## src/hw/pipe_settings.svh

```systemverilog
`ifndef PIPE_SETTINGS_SVH
`define PIPE_SETTINGS_SVH

// Datapath and instruction width
`define PIPE_DATA_W 16
// Sequence tag width, wraps around
`define PIPE_TAG_W 4
`define PIPE_REG_AW 3
`define PIPE_MEM_AW 4
// Queue depth equals the initial input credits
`define PIPE_IN_CREDITS 4
`define PIPE_TRACE_CREDITS 4
`define PIPE_STALL_W 4

`endif

```

## src/hw/pipe_pkg.sv

```systemverilog
package pipe_pkg;

    // Opcodes live in the top three bits of the instruction word
    typedef enum logic [2:0] {
        OP_ADD, OP_SUB, OP_AND, OP_OR,
        OP_XOR, OP_LDI, OP_LD, OP_ST
    } opcode_t;

    // Pipeline stages, used for per-tag occupancy
    typedef enum logic [2:0] {
        ST_FETCH, ST_DECODE, ST_EXECUTE, ST_MEMORY, ST_WRITEBACK
    } stage_t;

    // Field positions in the 16-bit instruction word
    localparam int unsigned OPC_LSB = 13;
    localparam int unsigned RD_LSB  = 10;
    localparam int unsigned RS1_LSB = 7;
    localparam int unsigned RS2_LSB = 4;
    // Load immediate value width, zero-extended
    localparam int unsigned IMM_W   = 7;

endpackage

```

## src/hw/fetch_queue.sv

```systemverilog
`timescale 1ns/100ps
`include "pipe_settings.svh"

module fetch_queue (
    input  logic                    clk,
    input  logic                    rst,
    input  logic                    instr_valid,
    input  logic [`PIPE_DATA_W-1:0] instr_word,
    input  logic                    hold,
    input  logic                    dec_stall,
    output logic                    instr_credit,
    output logic                    fq_valid,
    output logic [`PIPE_TAG_W-1:0]  fq_tag,
    output logic [`PIPE_DATA_W-1:0] fq_word
);

    localparam int QAW = $clog2(`PIPE_IN_CREDITS);

    logic [`PIPE_DATA_W-1:0] q_word [`PIPE_IN_CREDITS];
    logic [`PIPE_TAG_W-1:0]  q_tag  [`PIPE_IN_CREDITS];
    logic [QAW-1:0]          wr_ptr;
    logic [QAW-1:0]          rd_ptr;
    logic [QAW:0]            count;
    logic [`PIPE_TAG_W-1:0]  next_tag;
    logic                    take;

    assign fq_valid = (count != '0);
    assign fq_word  = q_word[rd_ptr];
    assign fq_tag   = q_tag[rd_ptr];

    // Head moves into decode unless decode is stalled or the pipe is held
    assign take = fq_valid && !hold && !dec_stall;

    always_ff @(posedge clk) begin
        if (rst) begin
            wr_ptr       <= '0;
            rd_ptr       <= '0;
            count        <= '0;
            next_tag     <= '0;
            instr_credit <= 1'b0;
        end else begin
            // One credit back per entry handed to decode
            instr_credit <= take;
            if (instr_valid) begin
                wr_ptr   <= wr_ptr + 1'b1;
                next_tag <= next_tag + 1'b1;
            end
            if (take) begin
                rd_ptr <= rd_ptr + 1'b1;
            end
            count <= count + (QAW+1)'(instr_valid) - (QAW+1)'(take);
        end
    end

    // Sender only writes while holding a credit, so a slot is always free
    always_ff @(posedge clk) begin
        if (instr_valid) begin
            q_word[wr_ptr] <= instr_word;
            q_tag[wr_ptr]  <= next_tag;
        end
    end

endmodule

```

## src/hw/decode_stage.sv

```systemverilog
`timescale 1ns/100ps
`include "pipe_settings.svh"

module decode_stage (
    input  logic                     clk,
    input  logic                     rst,
    input  logic                     hold,
    input  logic                     fq_valid,
    input  logic [`PIPE_TAG_W-1:0]   fq_tag,
    input  logic [`PIPE_DATA_W-1:0]  fq_word,
    output logic                     dec_stall,
    input  logic                     ex_valid,
    input  logic                     ex_wen,
    input  logic [`PIPE_REG_AW-1:0]  ex_rd,
    input  logic                     mem_valid,
    input  logic                     mem_wen,
    input  logic [`PIPE_REG_AW-1:0]  mem_rd,
    input  logic                     wb_valid,
    input  logic                     wb_wen,
    input  logic [`PIPE_REG_AW-1:0]  wb_rd,
    input  logic [`PIPE_DATA_W-1:0]  wb_result,
    output logic                     dx_valid,
    output logic [`PIPE_TAG_W-1:0]   dx_tag,
    output pipe_pkg::opcode_t        dx_opcode,
    output logic [`PIPE_REG_AW-1:0]  dx_rd,
    output logic                     dx_wen,
    output logic [`PIPE_DATA_W-1:0]  dx_a,
    output logic [`PIPE_DATA_W-1:0]  dx_b,
    output logic [`PIPE_DATA_W-1:0]  dx_imm,
    output logic [`PIPE_STALL_W-1:0] dx_stall_cnt
);

    localparam int NREGS = 1 << `PIPE_REG_AW;

    logic [`PIPE_DATA_W-1:0]  rf [NREGS];
    logic                     d_valid;
    logic [`PIPE_DATA_W-1:0]  d_word;
    logic [`PIPE_TAG_W-1:0]   d_tag;
    logic [`PIPE_STALL_W-1:0] d_stall;
    pipe_pkg::opcode_t        d_op;
    logic [`PIPE_REG_AW-1:0]  d_rd;
    logic [`PIPE_REG_AW-1:0]  d_rs1;
    logic [`PIPE_REG_AW-1:0]  d_rs2;
    logic                     use_rs1;
    logic                     use_rs2;
    logic                     hazard;

    function automatic logic conflict(input logic v, input logic wen,
                                      input logic [`PIPE_REG_AW-1:0] rd,
                                      input logic u1, input logic u2,
                                      input logic [`PIPE_REG_AW-1:0] rs1,
                                      input logic [`PIPE_REG_AW-1:0] rs2);
        return v && wen && ((u1 && rd == rs1) || (u2 && rd == rs2));
    endfunction

    assign d_op  = pipe_pkg::opcode_t'(d_word[pipe_pkg::OPC_LSB +: $bits(pipe_pkg::opcode_t)]);
    assign d_rd  = d_word[pipe_pkg::RD_LSB +: `PIPE_REG_AW];
    assign d_rs1 = d_word[pipe_pkg::RS1_LSB +: `PIPE_REG_AW];
    assign d_rs2 = d_word[pipe_pkg::RS2_LSB +: `PIPE_REG_AW];

    // Load immediate reads nothing, load reads only its address register
    assign use_rs1 = (d_op != pipe_pkg::OP_LDI);
    assign use_rs2 = (d_op != pipe_pkg::OP_LDI) && (d_op != pipe_pkg::OP_LD);

    // No forwarding, so wait until every older writer has reached the register file
    assign hazard = conflict(dx_valid, dx_wen, dx_rd, use_rs1, use_rs2, d_rs1, d_rs2)
                  | conflict(ex_valid, ex_wen, ex_rd, use_rs1, use_rs2, d_rs1, d_rs2)
                  | conflict(mem_valid, mem_wen, mem_rd, use_rs1, use_rs2, d_rs1, d_rs2);

    assign dec_stall = d_valid && hazard;

    always_ff @(posedge clk) begin
        if (rst) begin
            d_valid  <= 1'b0;
            dx_valid <= 1'b0;
            for (int i = 0; i < NREGS; i++) begin
                rf[i] <= '0;
            end
        end else begin
            if (wb_valid && wb_wen) begin
                rf[wb_rd] <= wb_result;
            end
            if (!hold) begin
                // Bubble into execute while the interlock holds
                dx_valid <= d_valid && !hazard;
                if (!dec_stall) begin
                    d_valid <= fq_valid;
                end
            end
        end
    end

    always_ff @(posedge clk) begin
        if (!hold) begin
            if (dec_stall) begin
                if (d_stall != '1) begin
                    d_stall <= d_stall + 1'b1;
                end
            end else begin
                d_word       <= fq_word;
                d_tag        <= fq_tag;
                d_stall      <= '0;
                dx_tag       <= d_tag;
                dx_opcode    <= d_op;
                dx_rd        <= d_rd;
                dx_wen       <= (d_op != pipe_pkg::OP_ST);
                dx_a         <= rf[d_rs1];
                dx_b         <= rf[d_rs2];
                dx_imm       <= {{(`PIPE_DATA_W - pipe_pkg::IMM_W){1'b0}},
                                 d_word[pipe_pkg::IMM_W-1:0]};
                dx_stall_cnt <= d_stall;
            end
        end
    end

endmodule

```

## src/hw/execute_stage.sv

```systemverilog
`timescale 1ns/100ps
`include "pipe_settings.svh"

module execute_stage (
    input  logic                     clk,
    input  logic                     rst,
    input  logic                     hold,
    input  logic                     dx_valid,
    input  logic [`PIPE_TAG_W-1:0]   dx_tag,
    input  pipe_pkg::opcode_t        dx_opcode,
    input  logic [`PIPE_REG_AW-1:0]  dx_rd,
    input  logic                     dx_wen,
    input  logic [`PIPE_DATA_W-1:0]  dx_a,
    input  logic [`PIPE_DATA_W-1:0]  dx_b,
    input  logic [`PIPE_DATA_W-1:0]  dx_imm,
    input  logic [`PIPE_STALL_W-1:0] dx_stall_cnt,
    output logic                     ex_valid,
    output logic [`PIPE_TAG_W-1:0]   ex_tag,
    output pipe_pkg::opcode_t        ex_opcode,
    output logic [`PIPE_REG_AW-1:0]  ex_rd,
    output logic                     ex_wen,
    output logic [`PIPE_DATA_W-1:0]  ex_result,
    output logic [`PIPE_MEM_AW-1:0]  ex_addr,
    output logic [`PIPE_DATA_W-1:0]  ex_store_data,
    output logic [`PIPE_STALL_W-1:0] ex_stall_cnt
);

    logic [`PIPE_DATA_W-1:0] alu_out;

    always_comb begin
        case (dx_opcode)
            pipe_pkg::OP_ADD: alu_out = dx_a + dx_b;
            pipe_pkg::OP_SUB: alu_out = dx_a - dx_b;
            pipe_pkg::OP_AND: alu_out = dx_a & dx_b;
            pipe_pkg::OP_OR:  alu_out = dx_a | dx_b;
            pipe_pkg::OP_XOR: alu_out = dx_a ^ dx_b;
            pipe_pkg::OP_LDI: alu_out = dx_imm;
            // Loads and stores get their result in the memory stage
            default:          alu_out = '0;
        endcase
    end

    always_ff @(posedge clk) begin
        if (rst) begin
            ex_valid <= 1'b0;
        end else if (!hold) begin
            ex_valid <= dx_valid;
        end
    end

    always_ff @(posedge clk) begin
        if (!hold) begin
            ex_tag        <= dx_tag;
            ex_opcode     <= dx_opcode;
            ex_rd         <= dx_rd;
            ex_wen        <= dx_wen;
            ex_result     <= alu_out;
            ex_addr       <= dx_a[`PIPE_MEM_AW-1:0];
            ex_store_data <= dx_b;
            ex_stall_cnt  <= dx_stall_cnt;
        end
    end

endmodule

```

## src/hw/memory_stage.sv

```systemverilog
`timescale 1ns/100ps
`include "pipe_settings.svh"

module memory_stage (
    input  logic                     clk,
    input  logic                     rst,
    input  logic                     hold,
    input  logic                     ex_valid,
    input  logic [`PIPE_TAG_W-1:0]   ex_tag,
    input  pipe_pkg::opcode_t        ex_opcode,
    input  logic [`PIPE_REG_AW-1:0]  ex_rd,
    input  logic                     ex_wen,
    input  logic [`PIPE_DATA_W-1:0]  ex_result,
    input  logic [`PIPE_MEM_AW-1:0]  ex_addr,
    input  logic [`PIPE_DATA_W-1:0]  ex_store_data,
    input  logic [`PIPE_STALL_W-1:0] ex_stall_cnt,
    output logic                     mem_valid,
    output logic [`PIPE_TAG_W-1:0]   mem_tag,
    output pipe_pkg::opcode_t        mem_opcode,
    output logic [`PIPE_REG_AW-1:0]  mem_rd,
    output logic                     mem_wen,
    output logic [`PIPE_DATA_W-1:0]  mem_result,
    output logic [`PIPE_STALL_W-1:0] mem_stall_cnt
);

    localparam int NWORDS = 1 << `PIPE_MEM_AW;

    logic [`PIPE_DATA_W-1:0] dmem [NWORDS];

    always_ff @(posedge clk) begin
        if (rst) begin
            mem_valid <= 1'b0;
            for (int i = 0; i < NWORDS; i++) begin
                dmem[i] <= '0;
            end
        end else if (!hold) begin
            mem_valid <= ex_valid;
            if (ex_valid && ex_opcode == pipe_pkg::OP_ST) begin
                dmem[ex_addr] <= ex_store_data;
            end
        end
    end

    always_ff @(posedge clk) begin
        if (!hold) begin
            mem_tag       <= ex_tag;
            mem_opcode    <= ex_opcode;
            mem_rd        <= ex_rd;
            mem_wen       <= ex_wen;
            mem_stall_cnt <= ex_stall_cnt;
            case (ex_opcode)
                pipe_pkg::OP_LD: mem_result <= dmem[ex_addr];
                // A store reports the value it wrote
                pipe_pkg::OP_ST: mem_result <= ex_store_data;
                default:         mem_result <= ex_result;
            endcase
        end
    end

endmodule

```

## src/hw/retire_tracker.sv

```systemverilog
`timescale 1ns/100ps
`include "pipe_settings.svh"

module retire_tracker (
    input  logic                     clk,
    input  logic                     rst,
    input  logic                     trace_credit,
    input  logic                     mem_valid,
    input  logic [`PIPE_TAG_W-1:0]   mem_tag,
    input  pipe_pkg::opcode_t        mem_opcode,
    input  logic [`PIPE_REG_AW-1:0]  mem_rd,
    input  logic                     mem_wen,
    input  logic [`PIPE_DATA_W-1:0]  mem_result,
    input  logic [`PIPE_STALL_W-1:0] mem_stall_cnt,
    output logic                     hold,
    output logic                     wb_valid,
    output logic                     wb_wen,
    output logic [`PIPE_REG_AW-1:0]  wb_rd,
    output logic [`PIPE_DATA_W-1:0]  wb_result,
    output logic                     trace_valid,
    output logic [`PIPE_TAG_W-1:0]   trace_tag,
    output pipe_pkg::opcode_t        trace_opcode,
    output logic [`PIPE_REG_AW-1:0]  trace_rd,
    output logic [`PIPE_DATA_W-1:0]  trace_result,
    output logic [`PIPE_STALL_W-1:0] trace_stall_cnt,
    output logic                     trace_order_err
);

    localparam int CW    = $clog2(`PIPE_TRACE_CREDITS + 1);
    localparam int NTAGS = 1 << `PIPE_TAG_W;

    logic [CW-1:0]          credits;
    pipe_pkg::stage_t       occ [NTAGS];
    logic [`PIPE_TAG_W-1:0] prev_tag;
    logic                   order_ok;
    logic                   retire;

    // Exactly one entry is in writeback state, the last retired tag
    assign prev_tag = mem_tag - 1'b1;
    assign order_ok = (occ[prev_tag] == pipe_pkg::ST_WRITEBACK);

    assign hold   = mem_valid && (credits == '0);
    assign retire = mem_valid && (credits != '0) && order_ok;

    // Register file write only in the retire cycle
    assign wb_valid  = retire;
    assign wb_wen    = mem_wen;
    assign wb_rd     = mem_rd;
    assign wb_result = mem_result;

    assign trace_valid     = retire;
    assign trace_tag       = mem_tag;
    assign trace_opcode    = mem_opcode;
    assign trace_rd        = mem_rd;
    assign trace_result    = mem_result;
    assign trace_stall_cnt = mem_stall_cnt;

    always_ff @(posedge clk) begin
        if (rst) begin
            credits         <= CW'(`PIPE_TRACE_CREDITS);
            trace_order_err <= 1'b0;
            for (int i = 0; i < NTAGS - 1; i++) begin
                occ[i] <= pipe_pkg::ST_FETCH;
            end
            // Tag zero comes first, so its predecessor counts as retired
            occ[NTAGS-1] <= pipe_pkg::ST_WRITEBACK;
        end else begin
            credits <= credits + CW'(trace_credit) - CW'(retire);
            if (mem_valid && !order_ok) begin
                trace_order_err <= 1'b1;
            end
            if (retire) begin
                occ[prev_tag] <= pipe_pkg::ST_FETCH;
                occ[mem_tag]  <= pipe_pkg::ST_WRITEBACK;
            end
        end
    end

endmodule

```

## src/hw/pipe_top.sv

```systemverilog
`timescale 1ns/100ps
`include "pipe_settings.svh"

module pipe_top (
    input  logic                     clk,
    input  logic                     rst,
    input  logic                     instr_valid,
    input  logic [`PIPE_DATA_W-1:0]  instr_word,
    output logic                     instr_credit,
    output logic                     trace_valid,
    output logic [`PIPE_TAG_W-1:0]   trace_tag,
    output pipe_pkg::opcode_t        trace_opcode,
    output logic [`PIPE_REG_AW-1:0]  trace_rd,
    output logic [`PIPE_DATA_W-1:0]  trace_result,
    output logic [`PIPE_STALL_W-1:0] trace_stall_cnt,
    input  logic                     trace_credit,
    output logic                     trace_order_err
);

    // Global freeze and decode interlock
    logic                     hold;
    logic                     dec_stall;

    // Queue head
    logic                     fq_valid;
    logic [`PIPE_TAG_W-1:0]   fq_tag;
    logic [`PIPE_DATA_W-1:0]  fq_word;

    // Execute stage register
    logic                     dx_valid;
    logic [`PIPE_TAG_W-1:0]   dx_tag;
    pipe_pkg::opcode_t        dx_opcode;
    logic [`PIPE_REG_AW-1:0]  dx_rd;
    logic                     dx_wen;
    logic [`PIPE_DATA_W-1:0]  dx_a;
    logic [`PIPE_DATA_W-1:0]  dx_b;
    logic [`PIPE_DATA_W-1:0]  dx_imm;
    logic [`PIPE_STALL_W-1:0] dx_stall_cnt;

    // Memory stage register
    logic                     ex_valid;
    logic [`PIPE_TAG_W-1:0]   ex_tag;
    pipe_pkg::opcode_t        ex_opcode;
    logic [`PIPE_REG_AW-1:0]  ex_rd;
    logic                     ex_wen;
    logic [`PIPE_DATA_W-1:0]  ex_result;
    logic [`PIPE_MEM_AW-1:0]  ex_addr;
    logic [`PIPE_DATA_W-1:0]  ex_store_data;
    logic [`PIPE_STALL_W-1:0] ex_stall_cnt;

    // Writeback stage register
    logic                     mem_valid;
    logic [`PIPE_TAG_W-1:0]   mem_tag;
    pipe_pkg::opcode_t        mem_opcode;
    logic [`PIPE_REG_AW-1:0]  mem_rd;
    logic                     mem_wen;
    logic [`PIPE_DATA_W-1:0]  mem_result;
    logic [`PIPE_STALL_W-1:0] mem_stall_cnt;

    // Register file write port
    logic                     wb_valid;
    logic                     wb_wen;
    logic [`PIPE_REG_AW-1:0]  wb_rd;
    logic [`PIPE_DATA_W-1:0]  wb_result;

    fetch_queue    u_fetch   (.*);
    decode_stage   u_decode  (.*);
    execute_stage  u_execute (.*);
    memory_stage   u_memory  (.*);
    retire_tracker u_retire  (.*);

endmodule

```

## config.mk

```make
export PLATFORM = sky130hd
export DESIGN_NAME = pipe_top
export DESIGN_NICKNAME = d
export VERILOG_FILES = /design/src/hw/pipe_pkg.sv /design/src/hw/fetch_queue.sv /design/src/hw/decode_stage.sv /design/src/hw/execute_stage.sv /design/src/hw/memory_stage.sv /design/src/hw/retire_tracker.sv /design/src/hw/pipe_top.sv
export VERILOG_INCLUDE_DIRS = /design/src /design/src/hw
export SDC_FILE = /design/constraint.sdc
export NUM_CORES = 1
export LEC_CHECK = 0
export BUFFER_PORTS_ARGS = -buffer_cell sky130_fd_sc_hd__buf_2
export CORE_MARGIN = 2
export CORE_UTILIZATION = 35
export CTS_CLUSTER_DIAMETER = 30
export DETAILED_ROUTE_END_ITERATION = 10
export GPL_TIMING_DRIVEN = 0
export PLACE_DENSITY = 0.57
export SETUP_SLACK_MARGIN = 0.02
export SLEW_MARGIN = 20
export SYNTH_ARGS = -nofsm -noshare
export SYNTH_HDL_FRONTEND = slang
export SYNTH_HIERARCHICAL = 1
export SYNTH_SLANG_ARGS = --single-unit
```

## constraint.sdc

```tcl
create_clock -name clk -period 6.9 [get_ports clk]
set_input_delay 1.38 -clock clk [delete_from_list [all_inputs] [get_ports clk]]
set_output_delay 1.38 -clock clk [all_outputs]
set_load 0.02 [all_outputs]
```

==> key figures <==
Setup path
  – Largest fanout on the critical path: 10
  – Crit path capture type: output pin
  – Setup Crit Path Kind: reg2out
  – CP startpoint kind: flop
  – Crit-path most repeated cell: buf_2
  – CP max stage cell: mux4_2
  – Worst Path Arrival: roughly 3.8 ns
  – Worst EP required: roughly 5.5 ns
  – Max stage delay on crit path: roughly 0.51 ns
  – Crit-path cells: buf_2 -> inv_1 -> ha_1 -> buf_6 -> buf_12 -> mux2i_1 -> mux4_2 -> mux2_4 -> nor2_1 -> buf_2

Logic synthesis
  – Synth Area per Inst: approximately 15 um^2
  – Synth Flop Type: edfxtp_1
  – Post-synthesis sequential area ratio: between 60% and 70%
  – FF+latch count, synth: 662
  – Synth unique cells: 75
  – Yosys warning count: 6
  – Post-synthesis cell count: 2,088
  – Post-Syn Area: approximately 0.031 mm^2
  – Post-synth ARST share: 0%
  – Post-synth EDFFs: between 600 and 700

Pwr
  – Pwr dens: roughly 460 mW/mm^2
  – Logic pwr share: ~30%
  – P_int: roughly 12 mW
  – Switching Power: roughly 5.7 mW
  – Sw Share: 32.4%
  – Flop pwr share: 32.3%
  – Peak supply drop: 254 uV
  – Total power draw: 17.7 mW
  – Clock power frac: between 30% and 40%
  – Leakage: 14.3 nW

Clock network
  – CTS HTree Levels: 4
  – Cts repair resizes: 0
  – Number of buffers created by CTS: approximately 140
  – CTS sink cnt: 662
  – # Post-CTS Setup Buffers: 0
  – Clock Tree Root: clkbuf_16
  – # hold bufs at CTS: 0
  – Worst-path clk slew: about 0.05 ns
  – Clock latency on the worst-skew pair: slightly above 0.7 ns
  – CTS tree: built
  – CTS max path bufs: 3

Timing
  – Hold WS: 0.411 ns
  – Fmax: 0.194 GHz
  – Worst-Margin Slew: 0.903 ns
  – Clk_skew: 0.0380 ns
  – RSZ-0062 raised after global routing: no
  – Tmin final: 5.16 ns
  – Slew HR: around two fifths
  – Final hold vios: 0
  – Final setup fails: 0
  – Final period util: approximately 75%
  – Final Max Tran Viols: 0

Final layout
  – Share of layout cells above drive strength 1: between 20% and 30%
  – Area grow syn2layout: 21.5%
  – Fill cells: 7,938
  – Non-Filler Instances: about 3,600
  – Antenna fix cells: 0
  – Max reg flops: roughly 260
  – Nets: ~2,400
  – Reg with most FFs: u_memory/dmem
  – Biggest regs: u_memory/dmem (256), u_decode/rf (128), u_fetch/q_word (64)

Run
  – Count of max-cap constraint violations: 0

Drt
  – Drt wl/cell: 19.7 um
  – Routed WL: 70,600 um
  – Via Count: 17,500
  – Vias/cell: 4.89
  – Drt first pass iters: 5
  – Drt drc: 0
  – Post-DRT Antenna Nets: 0
  – Detailed Route Iter0 Violations: 1,362

Die
  – Die width: around 300 um
  – Initial Util: about a third
  – Top Ports: 53
  – Die ar.: 0.0924 mm^2
  – Core footprint: around 0.09 mm^2
  – Placement Rows: between 100 and 150
  – Die Ht: 304 um

GRT
  – Largest net degree at the start of global routing: 38
  – Global-route wire length before repair: 110,000 um
  – Initial antenna violation count: 0
  – Gr usage total: 15.5%
  – Vias in the first global route: 18,700
  – Remaining global-route overflow: 0

Min path
  – HP Class: reg2reg

Placement
  – Dpl cells: 3,332
  – Port bufs: 52
  – GP Congestion: 0.855
  – DP Wirelength: approximately 52,000 um

Status
  – Outcome: complete, no violations
-- critical path, delay by kind of cell (launching register included) --
| family | cells | cell delay (ns) |
|---|---|---|
| mux | 3 | 0.98 |
| buf+inv | 5 | 1.02 |
| simple gates | 1 | 0.31 |
| fa+ha+maj | 1 | 0.29 |
| flops | 1 | 0.47 |
-- power by group through the flow --
stage / Combinational (mW) / Clock, mW / Sequential [mW]
6_report: 5.27 / 6.69 / 5.71
5_1_grt: 5.74 / 7.01 / 5.79
4_1_cts: 5.29 / 6.81 / 5.72
3_5_place_dp: 5.25 / 0 / 5.78
3_3_place_gp: 5.18 / 0 / 5.76
2_1_floorplan: 3.92 / 0 / 5.50
-- final timing paths --
check | startpoint | endpoint | slack, ns | cells past startpoint
min | u_decode/dx_tag[3] | u_execute/ex_tag[3] | 0.41 | 0
min reg2reg | u_decode/dx_tag[3] | u_execute/ex_tag[3] | 0.41 | 0
max | u_memory/mem_tag[0] | trace_valid | 1.74 | 10
max reg2reg | u_memory/mem_tag[0] | u_decode/rf[4][6] | 1.97 | 14
-- kinds of logic after synthesis --
logic type,after synthesis,synth area share [%]
AOI/OAI and AO/OA,193,4.29
DFF,662,61.9
adders and majority gates,66,2.69
and+or+nand+nor,653,12.1
xor gates and xnor gates,56,1.56
muxes,222,13.4
buffers and inverters,235,4.04
other,1,0.0119
-- per-layer routing --
metal	vias to the layer above	wire length, um	global-route usage [%]
li1	8240	-	-
met1	8757	30500	19.8
met2	409	35800	26.5
met3	108	2850	2.62
met4	0	1370	5.44
met5	-	0	0
-- cells in the final DEF (no fill, tap or decap), drive strengths merged, types with 22 or more instances in the layout --
cell type,count
and2,395
a21oi,52
dfxtp,38
inv,63
xor2,28
buf,177
clkbuf,228
mux2i,29
clkinv,53
nand2,73
xnor2,28
mux2,38
nor2,63
ha,63
edfxtp,624
mux4,155
o21ai,22
a22oi,33
or2,25
-- final cells by class --
class | count | area (um^2) | area share [%]
Buffer | 180 | 1060 | 2.78
Inverter | 55 | 206 | 0.540
Tap cell | 1176 | 1470 | 3.85
Multi-Input combinational cell | 1199 | 10800 | 28.2
Timing Repair Buffer | 60 | 403 | 1.05
Clock inverter | 87 | 1150 | 3.01
Clock buffer | 165 | 3690 | 9.65
Sequential cell | 662 | 19500 | 51.0
-- Yosys cell counts (all sizes together) (2+ instances only) --
master,n,share of area (%)
clkbuf,63,0.75
nand2,73,0.87
and2b,2,0.048
o21bai,4,0.095
o31ai,12,0.29
and3,4,0.079
a31oi,8,0.21
mux2,38,1.4
nand4b,2,0.056
nor4,8,0.25
or4,3,0.083
nor2b,11,0.22
or3,4,0.079
or2,25,0.50
o21ai,22,0.35
fa,3,0.19
o211ai,9,0.23
mux4,155,11
inv,54,0.64
o22a,16,0.44
mux2i,29,0.92
a21oi,52,0.83
a32o,7,0.22
and2,395,7.8
nor4b,2,0.056
xor2,28,0.78
o21a,2,0.048
o22ai,9,0.18
xnor2,28,0.78
nand2b,11,0.22
o31a,2,0.056
nand4,9,0.18
ha,63,2.5
nor3,17,0.40
a221oi,2,0.056
buf,117,2.6
edfxtp,624,59
o311ai,6,0.17
nand3,19,0.30
a22oi,33,0.80
nor2,63,0.75
dfxtp,38,2.4
-- metrics by stage --
stage	instance area (um^2)	TNS, ns	utilization (%)	setup slack [ns]
after floorplan	31500	0	-	2.09
after global placement	33300	-16.39	37.1	-0.233
after detailed placement	33400	0	37.3	1.92
after CTS	38300	0	42.7	1.66
after global routing	38300	0	42.7	1.57
final	38300	0	42.7	1.74
Power figures use the tool's default switching activity.
